[src/design/swu_config.svh]
`ifndef SWU_CONFIG_SVH
`define SWU_CONFIG_SVH

////////////////////
// base parameters
////////////////////

// channels carried in one input word
`define SWU_SIMD 4
// bits per channel
`define SWU_PREC 2
`define SWU_CHANNELS 8
// input feature map
`define SWU_IFM_W 5
`define SWU_IFM_H 5
// square kernel and stride
`define SWU_K 3
`define SWU_STRIDE 1
// circular buffer depth in words of at least K * IFM_W * EFF_CH
`define SWU_BUF_SIZE 32

////////////////////
// derived values
////////////////////

`define SWU_EFF_CH (`SWU_CHANNELS / `SWU_SIMD)
`define SWU_OFM_W (((`SWU_IFM_W - `SWU_K) / `SWU_STRIDE) + 1)
`define SWU_OFM_H (((`SWU_IFM_H - `SWU_K) / `SWU_STRIDE) + 1)
`define SWU_FRAME_WORDS (`SWU_IFM_W * `SWU_IFM_H * `SWU_EFF_CH)

`endif

[src/design/swu_pkg.sv]
`include "swu_config.svh"

package swu_pkg;

   ////////////////////
   // shared types
   ////////////////////

   // one input word with SIMD channels packed side by side
   typedef logic [`SWU_SIMD*`SWU_PREC-1:0] swu_word_t;

   // location inside the circular buffer
   typedef logic [$clog2(`SWU_BUF_SIZE)-1:0] swu_addr_t;

   // absolute word number within a frame
   // sized for frame words plus one buffer of headroom
   // so the free-space sum never overflows
   typedef logic [$clog2(`SWU_FRAME_WORDS + `SWU_BUF_SIZE)-1:0] swu_idx_t;

endpackage

[src/design/swu_pixel_writer.sv]
`timescale 1ns/1ns
`include "swu_config.svh"

module swu_pixel_writer
   import swu_pkg::*;
(
   input  logic      clk,
   input  logic      resetn,
   // input stream
   input  swu_word_t in_data_i,
   input  logic      in_valid_i,
   output logic      in_ready_o,
   // feedback from the window reader
   input  swu_idx_t  release_idx_i,
   input  logic      frame_done_i,
   // buffer write port
   output logic      wr_en_o,
   output swu_addr_t wr_addr_o,
   output swu_word_t wr_data_o,
   // words accepted so far in this frame
   output swu_idx_t  wr_count_o
);

   localparam swu_idx_t  BUF_WORDS   = swu_idx_t'(`SWU_BUF_SIZE);
   localparam swu_idx_t  FRAME_WORDS = swu_idx_t'(`SWU_FRAME_WORDS);
   localparam swu_addr_t LAST_ADDR   = swu_addr_t'(`SWU_BUF_SIZE - 1);

   swu_idx_t  count_q;
   swu_addr_t addr_q;
   logic      below_release;
   logic      below_frame;
   logic      accept;

   ////////////////////
   // free-space rule
   ////////////////////

   // never overwrite a word the current window row still needs
   assign below_release = count_q < (release_idx_i + BUF_WORDS);
   // stop once the whole frame is in
   assign below_frame   = count_q < FRAME_WORDS;

   assign in_ready_o = below_release && below_frame;
   assign accept     = in_valid_i && in_ready_o;

   // accepted word goes straight into the buffer
   assign wr_en_o    = accept;
   assign wr_addr_o  = addr_q;
   assign wr_data_o  = in_data_i;
   assign wr_count_o = count_q;

   ////////////////////
   // count and address
   ////////////////////

   always_ff @(posedge clk) begin
      if (!resetn) begin
         count_q <= '0;
         addr_q  <= '0;
      end else if (frame_done_i) begin
         // next frame starts at index 0 and address 0
         count_q <= '0;
         addr_q  <= '0;
      end else if (accept) begin
         count_q <= count_q + 1'b1;
         if (addr_q == LAST_ADDR) begin
            addr_q <= '0;
         end else begin
            addr_q <= addr_q + 1'b1;
         end
      end
   end

endmodule

[src/design/swu_window_ram.sv]
`timescale 1ns/1ns
`include "swu_config.svh"

module swu_window_ram
   import swu_pkg::*;
(
   input  logic      clk,
   // write side from the pixel writer
   input  logic      wr_en_i,
   input  swu_addr_t wr_addr_i,
   input  swu_word_t wr_data_i,
   // read side from the window reader
   input  logic      rd_en_i,
   input  swu_addr_t rd_addr_i,
   output swu_word_t rd_data_o
);

   swu_word_t mem [`SWU_BUF_SIZE];
   swu_word_t rd_data_q;

   always_ff @(posedge clk) begin
      if (wr_en_i) begin
         mem[wr_addr_i] <= wr_data_i;
      end
   end

   // output register keeps its word while the reader is stalled
   always_ff @(posedge clk) begin
      if (rd_en_i) begin
         rd_data_q <= mem[rd_addr_i];
      end
   end

   assign rd_data_o = rd_data_q;

endmodule

[src/design/swu_window_reader.sv]
`timescale 1ns/1ns
`include "swu_config.svh"

module swu_window_reader
   import swu_pkg::*;
(
   input  logic      clk,
   input  logic      resetn,
   // progress of the pixel writer
   input  swu_idx_t  wr_count_i,
   // buffer read port
   output logic      rd_en_o,
   output swu_addr_t rd_addr_o,
   input  swu_word_t rd_data_i,
   // feedback to the pixel writer
   output swu_idx_t  release_idx_o,
   output logic      frame_done_o,
   // window stream
   output swu_word_t out_data_o,
   output logic      out_valid_o,
   input  logic      out_ready_i
);

   localparam int EFF_CH    = `SWU_EFF_CH;
   localparam int CH_W      = (EFF_CH > 1) ? $clog2(EFF_CH) : 1;
   localparam int K_W       = (`SWU_K > 1) ? $clog2(`SWU_K) : 1;
   localparam int OC_W      = (`SWU_OFM_W > 1) ? $clog2(`SWU_OFM_W) : 1;
   localparam int OR_W      = (`SWU_OFM_H > 1) ? $clog2(`SWU_OFM_H) : 1;
   localparam int ROW_WORDS = `SWU_STRIDE * `SWU_IFM_W * EFF_CH;

   localparam logic [CH_W-1:0] CH_MAX = CH_W'(EFF_CH - 1);
   localparam logic [K_W-1:0]  K_MAX  = K_W'(`SWU_K - 1);
   localparam logic [OC_W-1:0] OC_MAX = OC_W'(`SWU_OFM_W - 1);
   localparam logic [OR_W-1:0] OR_MAX = OR_W'(`SWU_OFM_H - 1);

   // window position with the innermost counter first
   logic [CH_W-1:0] ch_q;
   logic [K_W-1:0]  kw_q;
   logic [K_W-1:0]  kh_q;
   logic [OC_W-1:0] oc_q;
   logic [OR_W-1:0] or_q;

   // set once the last word of the frame has been issued
   logic issued_all_q;

   logic ch_wrap;
   logic kw_wrap;
   logic kh_wrap;
   logic oc_wrap;
   logic frame_last;

   swu_idx_t in_row;
   swu_idx_t in_col;
   swu_idx_t cur_idx;

   logic can_adv;
   logic present;
   logic issue;
   logic frame_done;

   // issue stage (RAM output register) and output stage
   logic      r_valid_q;
   logic      r_last_q;
   logic      q_valid_q;
   logic      q_last_q;
   swu_word_t out_data_q;

   ////////////////////
   // address generation
   ////////////////////

   always_comb begin
      in_row  = swu_idx_t'(or_q * `SWU_STRIDE + kh_q);
      in_col  = swu_idx_t'(oc_q * `SWU_STRIDE + kw_q);
      cur_idx = swu_idx_t'((in_row * `SWU_IFM_W + in_col) * EFF_CH + ch_q);
   end

   assign rd_addr_o = swu_addr_t'(cur_idx % `SWU_BUF_SIZE);

   // first word of the top input row of this window row
   assign release_idx_o = swu_idx_t'(or_q * ROW_WORDS);

   ////////////////////
   // issue control
   ////////////////////

   // whole pipeline moves together and stalls only on output back-pressure
   assign can_adv = out_ready_i || !q_valid_q;
   // word already written by the pixel writer
   assign present = cur_idx < wr_count_i;
   assign issue   = can_adv && present && !issued_all_q;
   assign rd_en_o = issue;

   assign ch_wrap    = (ch_q == CH_MAX);
   assign kw_wrap    = ch_wrap && (kw_q == K_MAX);
   assign kh_wrap    = kw_wrap && (kh_q == K_MAX);
   assign oc_wrap    = kh_wrap && (oc_q == OC_MAX);
   assign frame_last = oc_wrap && (or_q == OR_MAX);

   // last window word handed over downstream
   assign frame_done   = q_valid_q && q_last_q && out_ready_i;
   assign frame_done_o = frame_done;

   ////////////////////
   // window counters
   ////////////////////

   always_ff @(posedge clk) begin
      if (!resetn || frame_done) begin
         ch_q         <= '0;
         kw_q         <= '0;
         kh_q         <= '0;
         oc_q         <= '0;
         or_q         <= '0;
         issued_all_q <= 1'b0;
      end else if (issue) begin
         if (frame_last) begin
            // hold position until the pipeline drains
            issued_all_q <= 1'b1;
         end else begin
            if (ch_wrap) begin
               ch_q <= '0;
            end else begin
               ch_q <= ch_q + 1'b1;
            end
            if (kw_wrap) begin
               kw_q <= '0;
            end else if (ch_wrap) begin
               kw_q <= kw_q + 1'b1;
            end
            if (kh_wrap) begin
               kh_q <= '0;
            end else if (kw_wrap) begin
               kh_q <= kh_q + 1'b1;
            end
            if (oc_wrap) begin
               oc_q <= '0;
               or_q <= or_q + 1'b1;
            end else if (kh_wrap) begin
               oc_q <= oc_q + 1'b1;
            end
         end
      end
   end

   ////////////////////
   // output pipeline
   ////////////////////

   always_ff @(posedge clk) begin
      if (!resetn) begin
         r_valid_q <= 1'b0;
         r_last_q  <= 1'b0;
         q_valid_q <= 1'b0;
         q_last_q  <= 1'b0;
      end else if (can_adv) begin
         r_valid_q <= issue;
         r_last_q  <= issue && frame_last;
         q_valid_q <= r_valid_q;
         q_last_q  <= r_last_q;
      end
   end

   always_ff @(posedge clk) begin
      if (can_adv) begin
         out_data_q <= rd_data_i;
      end
   end

   assign out_data_o  = out_data_q;
   assign out_valid_o = q_valid_q;

endmodule

[src/design/swu_top.sv]
`timescale 1ns/1ns
`include "swu_config.svh"

module swu_top
   import swu_pkg::*;
(
   input  logic      clk,
   input  logic      resetn,
   // input feature-map words
   input  swu_word_t in_data_i,
   input  logic      in_valid_i,
   output logic      in_ready_o,
   // window words
   output swu_word_t out_data_o,
   output logic      out_valid_o,
   input  logic      out_ready_i
);

   // writer to RAM
   logic      wr_en;
   swu_addr_t wr_addr;
   swu_word_t wr_data;

   // reader to RAM and back
   logic      rd_en;
   swu_addr_t rd_addr;
   swu_word_t rd_data;

   // flow control between writer and reader
   swu_idx_t  wr_count;
   swu_idx_t  release_idx;
   logic      frame_done;

   swu_pixel_writer u_writer (
      .clk           (clk),
      .resetn        (resetn),
      .in_data_i     (in_data_i),
      .in_valid_i    (in_valid_i),
      .in_ready_o    (in_ready_o),
      .release_idx_i (release_idx),
      .frame_done_i  (frame_done),
      .wr_en_o       (wr_en),
      .wr_addr_o     (wr_addr),
      .wr_data_o     (wr_data),
      .wr_count_o    (wr_count)
   );

   swu_window_ram u_ram (
      .clk       (clk),
      .wr_en_i   (wr_en),
      .wr_addr_i (wr_addr),
      .wr_data_i (wr_data),
      .rd_en_i   (rd_en),
      .rd_addr_i (rd_addr),
      .rd_data_o (rd_data)
   );

   swu_window_reader u_reader (
      .clk           (clk),
      .resetn        (resetn),
      .wr_count_i    (wr_count),
      .rd_en_o       (rd_en),
      .rd_addr_o     (rd_addr),
      .rd_data_i     (rd_data),
      .release_idx_o (release_idx),
      .frame_done_o  (frame_done),
      .out_data_o    (out_data_o),
      .out_valid_o   (out_valid_o),
      .out_ready_i   (out_ready_i)
   );

endmodule

[config.mk]
export PLATFORM = sky130hd
export DESIGN_NAME = swu_top
export DESIGN_NICKNAME = d
export VERILOG_FILES = /design/src/design/swu_pkg.sv /design/src/design/swu_pixel_writer.sv /design/src/design/swu_window_ram.sv /design/src/design/swu_window_reader.sv /design/src/design/swu_top.sv
export VERILOG_INCLUDE_DIRS = /design/src /design/src/design
export SDC_FILE = /design/constraint.sdc
export NUM_CORES = 1
export LEC_CHECK = 0
export BUFFER_PORTS_ARGS = -buffer_cell sky130_fd_sc_hd__buf_2
export CORE_ASPECT_RATIO = 0.9
export CORE_MARGIN = 2
export CORE_UTILIZATION = 35
export CTS_CLUSTER_SIZE = 10
export DETAILED_ROUTE_END_ITERATION = 6
export PLACE_DENSITY = 0.53
export SETUP_SLACK_MARGIN = 0.4
export SLEW_MARGIN = 20
export SYNTH_ARGS = -nofsm -noshare
export SYNTH_HDL_FRONTEND = slang
export SYNTH_HIERARCHICAL = 1
export SYNTH_SLANG_ARGS = --single-unit
[constraint.sdc]
create_clock -name clk -period 4.9 [get_ports clk]
set_clock_uncertainty 0.05 [all_clocks]
set_input_delay 0.49 -clock clk [delete_from_list [all_inputs] [get_ports clk]]
set_output_delay 0.49 -clock clk [all_outputs]
set_load 0.005 [all_outputs]
==> flow_metrics.py <==
metrics = {
    "status": {
        "outcome": "finished, final reports clean",
    },
    "floorplan": {
        "die_h_um": 182,
        "die_w_um": 202,
        "ioPinCount": 22,
        "core_area_um2": 34800,
        "die_area_um2": 36700,
        "start_util_pct": 35.3,
        "rows": 65,
    },
    "synth": {
        "seq_area_frac_synth_pct": 70.6,
        "yosysWarnings": 6,
        "synth.avg_cell_area_um2": 19.0,
        "syn_area_um2": 12300,
        "synth-seq-cells": 298,
        "ys.flop_type": "edfxtp_1",
        "netlist.area_leader.share_pct": 66.4,
        "synth_area_leader_cell": "edfxtp_1",
        "synth_commonest_cells": "edfxtp_1 (272), mux4_2 (80), nor2_1 (43), inv_1 (28), dfxtp_1 (26)",
        "synth.most_common_cell": "edfxtp_1",
        "synthCells": 649,
        "synth_cell_types": 56,
        "async_flop_share_pct": 0,
        "synth_area_leaders": "edfxtp_1 (66%), mux4_2 (15%), dfxtp_1 (4.2%)",
        "synth_edf_count": 272,
    },
    "pwr": {
        "p_leak_nw": 4.32,
        "p_seq_share_pct": 49.3,
        "switching_power_mw": 1.35,
        "power.share.clock_pct": 39.9,
        "p_int_mw": 4.59,
        "p_per_area_nw_per_um2": 428,
        "power_frac_comb_pct": 10.8,
        "peakVddDrop_mv": 0.247,
        "switching_share_pct": 22.7,
    },
    "critical_path": {
        "cp-start-kind": "flop",
        "crit_fanout": 13,
        "critPathKind": "reg -> reg",
        "critPathRequiredTime_ps": 5290,
        "worstReg2RegStart": "u_reader/kh_q[0]",
        "worstPathArrival_ps": 4720,
        "r2r_setup_slack_ps": 570,
        "worstReg2RegEnd": "u_reader/kw_q[1]",
        "r2r_cells": 16,
        "cp-end-kind": "flop",
    },
    "final_layout": {
        "drive_gt1_share_pct": 25.3,
        "nets": 718,
        "fin_util_pct": 39.9,
        "syn2layout_area_growth_pct": 12.9,
        "layoutNonFillerInstCount": 1158,
        "fill_cells": 3144,
        "num_antenna_cells": 0,
    },
    "worst_hold_path": {
        "min_path_type": "in -> reg",
        "whs_path_depth": 2,
        "holdPathEnd": "u_reader/out_valid_o",
        "min-delay-start": "resetn",
    },
    "timing": {
        "tightestPinTransition_ps": 917,
        "finalCriticalPeriod_ps": 4330,
        "max_freq_ghz": 0.231,
        "fin_crit_sh_pct": 88.3,
        "grt_setup_unrepaired": "true",
        "final_hold_viol_count": 0,
        "slew_viol_final": 0,
        "fin_tns_setup_ps": 0,
        "slew_headroom_pct": 38.7,
        "setup_ws_ps": 573,
        "setup_viol": 0,
    },
    "routing": {
        "vias_per_cell": 5.19,
        "wl_per_cell_um": 22.5,
        "ant_nets": 0,
        "drt_iter0_drc": 530,
        "dr.pass1.iters": 5,
        "num_vias": 6011,
        "drc": 0,
        "wl_um": 26100,
    },
    "clock_tree": {
        "root_buffer": "clkbuf_16",
        "cts_setup_buffers": 0,
        "cts_hold_buf": 0,
        "clock_latency_ps": 530,
        "cts_buffers": 36,
        "htree_levels": 2,
        "clock_sinks": 298,
        "clkSlewWorstSetupHoldPaths_ps": 60,
        "clockBufferDepth": 3,
        "cts_tree": "yes",
    },
    "global_routing": {
        "grt-ovfl-total": 0,
        "grt_pass1_wl_um": 39300,
        "grt_max_degree": 54,
        "grt_usage_pct": 14.5,
        "grt_pass1_vias": 6179,
        "grt_antenna_before_repair": 3,
    },
    "placed_design": {
        "dp_cells": 1110,
        "place_congestion": 0.739,
        "numPortBuffers": 21,
        "dp_slack_ps": 474,
        "hpwl_um": 16800,
    },
    "flow_run": {
        "cap_violations": 0,
    },
}
-- flip-flops by register name, summed over array words and instances, names as in the netlist --
register,cells
u_writer/wr_count_o,7
u_reader/oc_q,2
u_reader/out_valid_o,1
u_writer/wr_addr_o,5
u_reader/kw_q,2
u_reader/kh_q,2
u_reader/issued_all_q,1
u_ram/mem,256
u_reader/ch_q,1
u_ram/rd_data_o,8
u_reader/out_data_o,8
u_reader/r_valid_q,1
u_reader/r_last_q,1
u_reader/q_last_q,1
u_reader/or_q,2
-- per-stage QoR --
stage	area [um^2]	hold WS, ps	power (mW)
after floorplan	12300	350	3.44
after global placement	12800	397	3.62
after detailed placement	12800	396	3.63
after CTS	13900	199	6.03
after global routing	13900	216	6.16
final	13900	214	5.94
-- layout by cell type (no fill, tap or decap), drive strengths merged, types with 2 or more instances in the layout --
cell type and instances:
edfxtp 272, nand2b 3, nand4 5, nor2b 7, clkbuf 43, a21oi 14, nor4b 2, ha 23
a31o 3, or4 3, and3 3, nor3 4, nand2 16, or3b 3, nor2 43, nand3b 7
a21boi 2, o21ai 15, or3 2, a32o 3, and2 2, conb 3, a211oi 4, clkinv 4
buf 28, inv 30, mux4 80, mux2 8, fa 4, a21o 2, nand3 5, xnor2 6
dfxtp 26
-- power by group through the flow --
stage	registers [mW]	clock network (mW)	logic, mW
finish	2.93	2.37	0.643
global route	2.94	2.53	0.696
CTS	2.93	2.44	0.657
detailed placement	2.98	0	0.654
global placement	2.98	0	0.644
floorplan	2.93	0	0.504
-- cells by family (layout without fill, tap and decap cells) --
family,count (synthesis),count (layout),synth area share (%)
mux,88,88,15.4
flops,298,298,70.6
other cells,1,3,0.0305
xor+xnor,7,7,0.498
simple gates,108,108,4.60
compound gates,52,52,2.97
buf+inv,68,106,2.89
fa+ha+maj,27,27,2.99
-- layout make-up --
type                    instances  area (um^2)  area share (%)
clock inverters                 5         85.1           0.613
clock buffers                  43          948            6.83
multi-input cells             285         3270            23.6
inverters                      30          118           0.847
well taps                     469          587            4.23
repair buffers                 28          183            1.32
flip-flops and latches        298         8690            62.6
-- worst max-delay path by stage --
stage	from	endpoint	slack (ps)
CTS	u_reader/kh_q[0]	u_reader/or_q[0]	440
finish	u_reader/kh_q[0]	u_reader/kw_q[1]	570
global route	u_reader/kh_q[0]	u_reader/kw_q[1]	360
detailed placement	u_reader/kh_q[0]	u_reader/or_q[0]	470
global placement	u_reader/kh_q[0]	u_reader/or_q[0]	520
floorplan	u_reader/kh_q[0]	u_ram/rd_data_o[0]	800
-- layer usage --
| metal | up-vias | global-route usage, % | part of all wire [%] |
|---|---|---|---|
| li1 | 2639 | - | - |
| met2 | 170 | 21.9 | 45 |
| met3 | 41 | 3.18 | 5.9 |
| met4 | 0 | 3.29 | 1.6 |
| met5 | - | 0 | 0 |
| met1 | 3161 | 21.4 | 48 |
-- worst max-delay path, cell delays in order, from the launching register on --
cell      delay [ps]
dfxtp_1          440
ha_1             190
inv_1             50
fa_1             490
inv_1             70
ha_1             300
ha_1             270
nor2b_1          130
o21ai_0          160
nand2b_1         140
a31o_2           270
ha_1             300
a211oi_2         220
o211ai_1         120
a21o_1           370
or4_1            540
a21oi_1          150
-- timing repair --
item | in CTS | in global routing
resized for setup | 0 | 2
setup endpoints to repair | 0 | 14
endpoints found under the hold margin | 0 | 0
No activity file was read; power rests on OpenSTA's default activity.
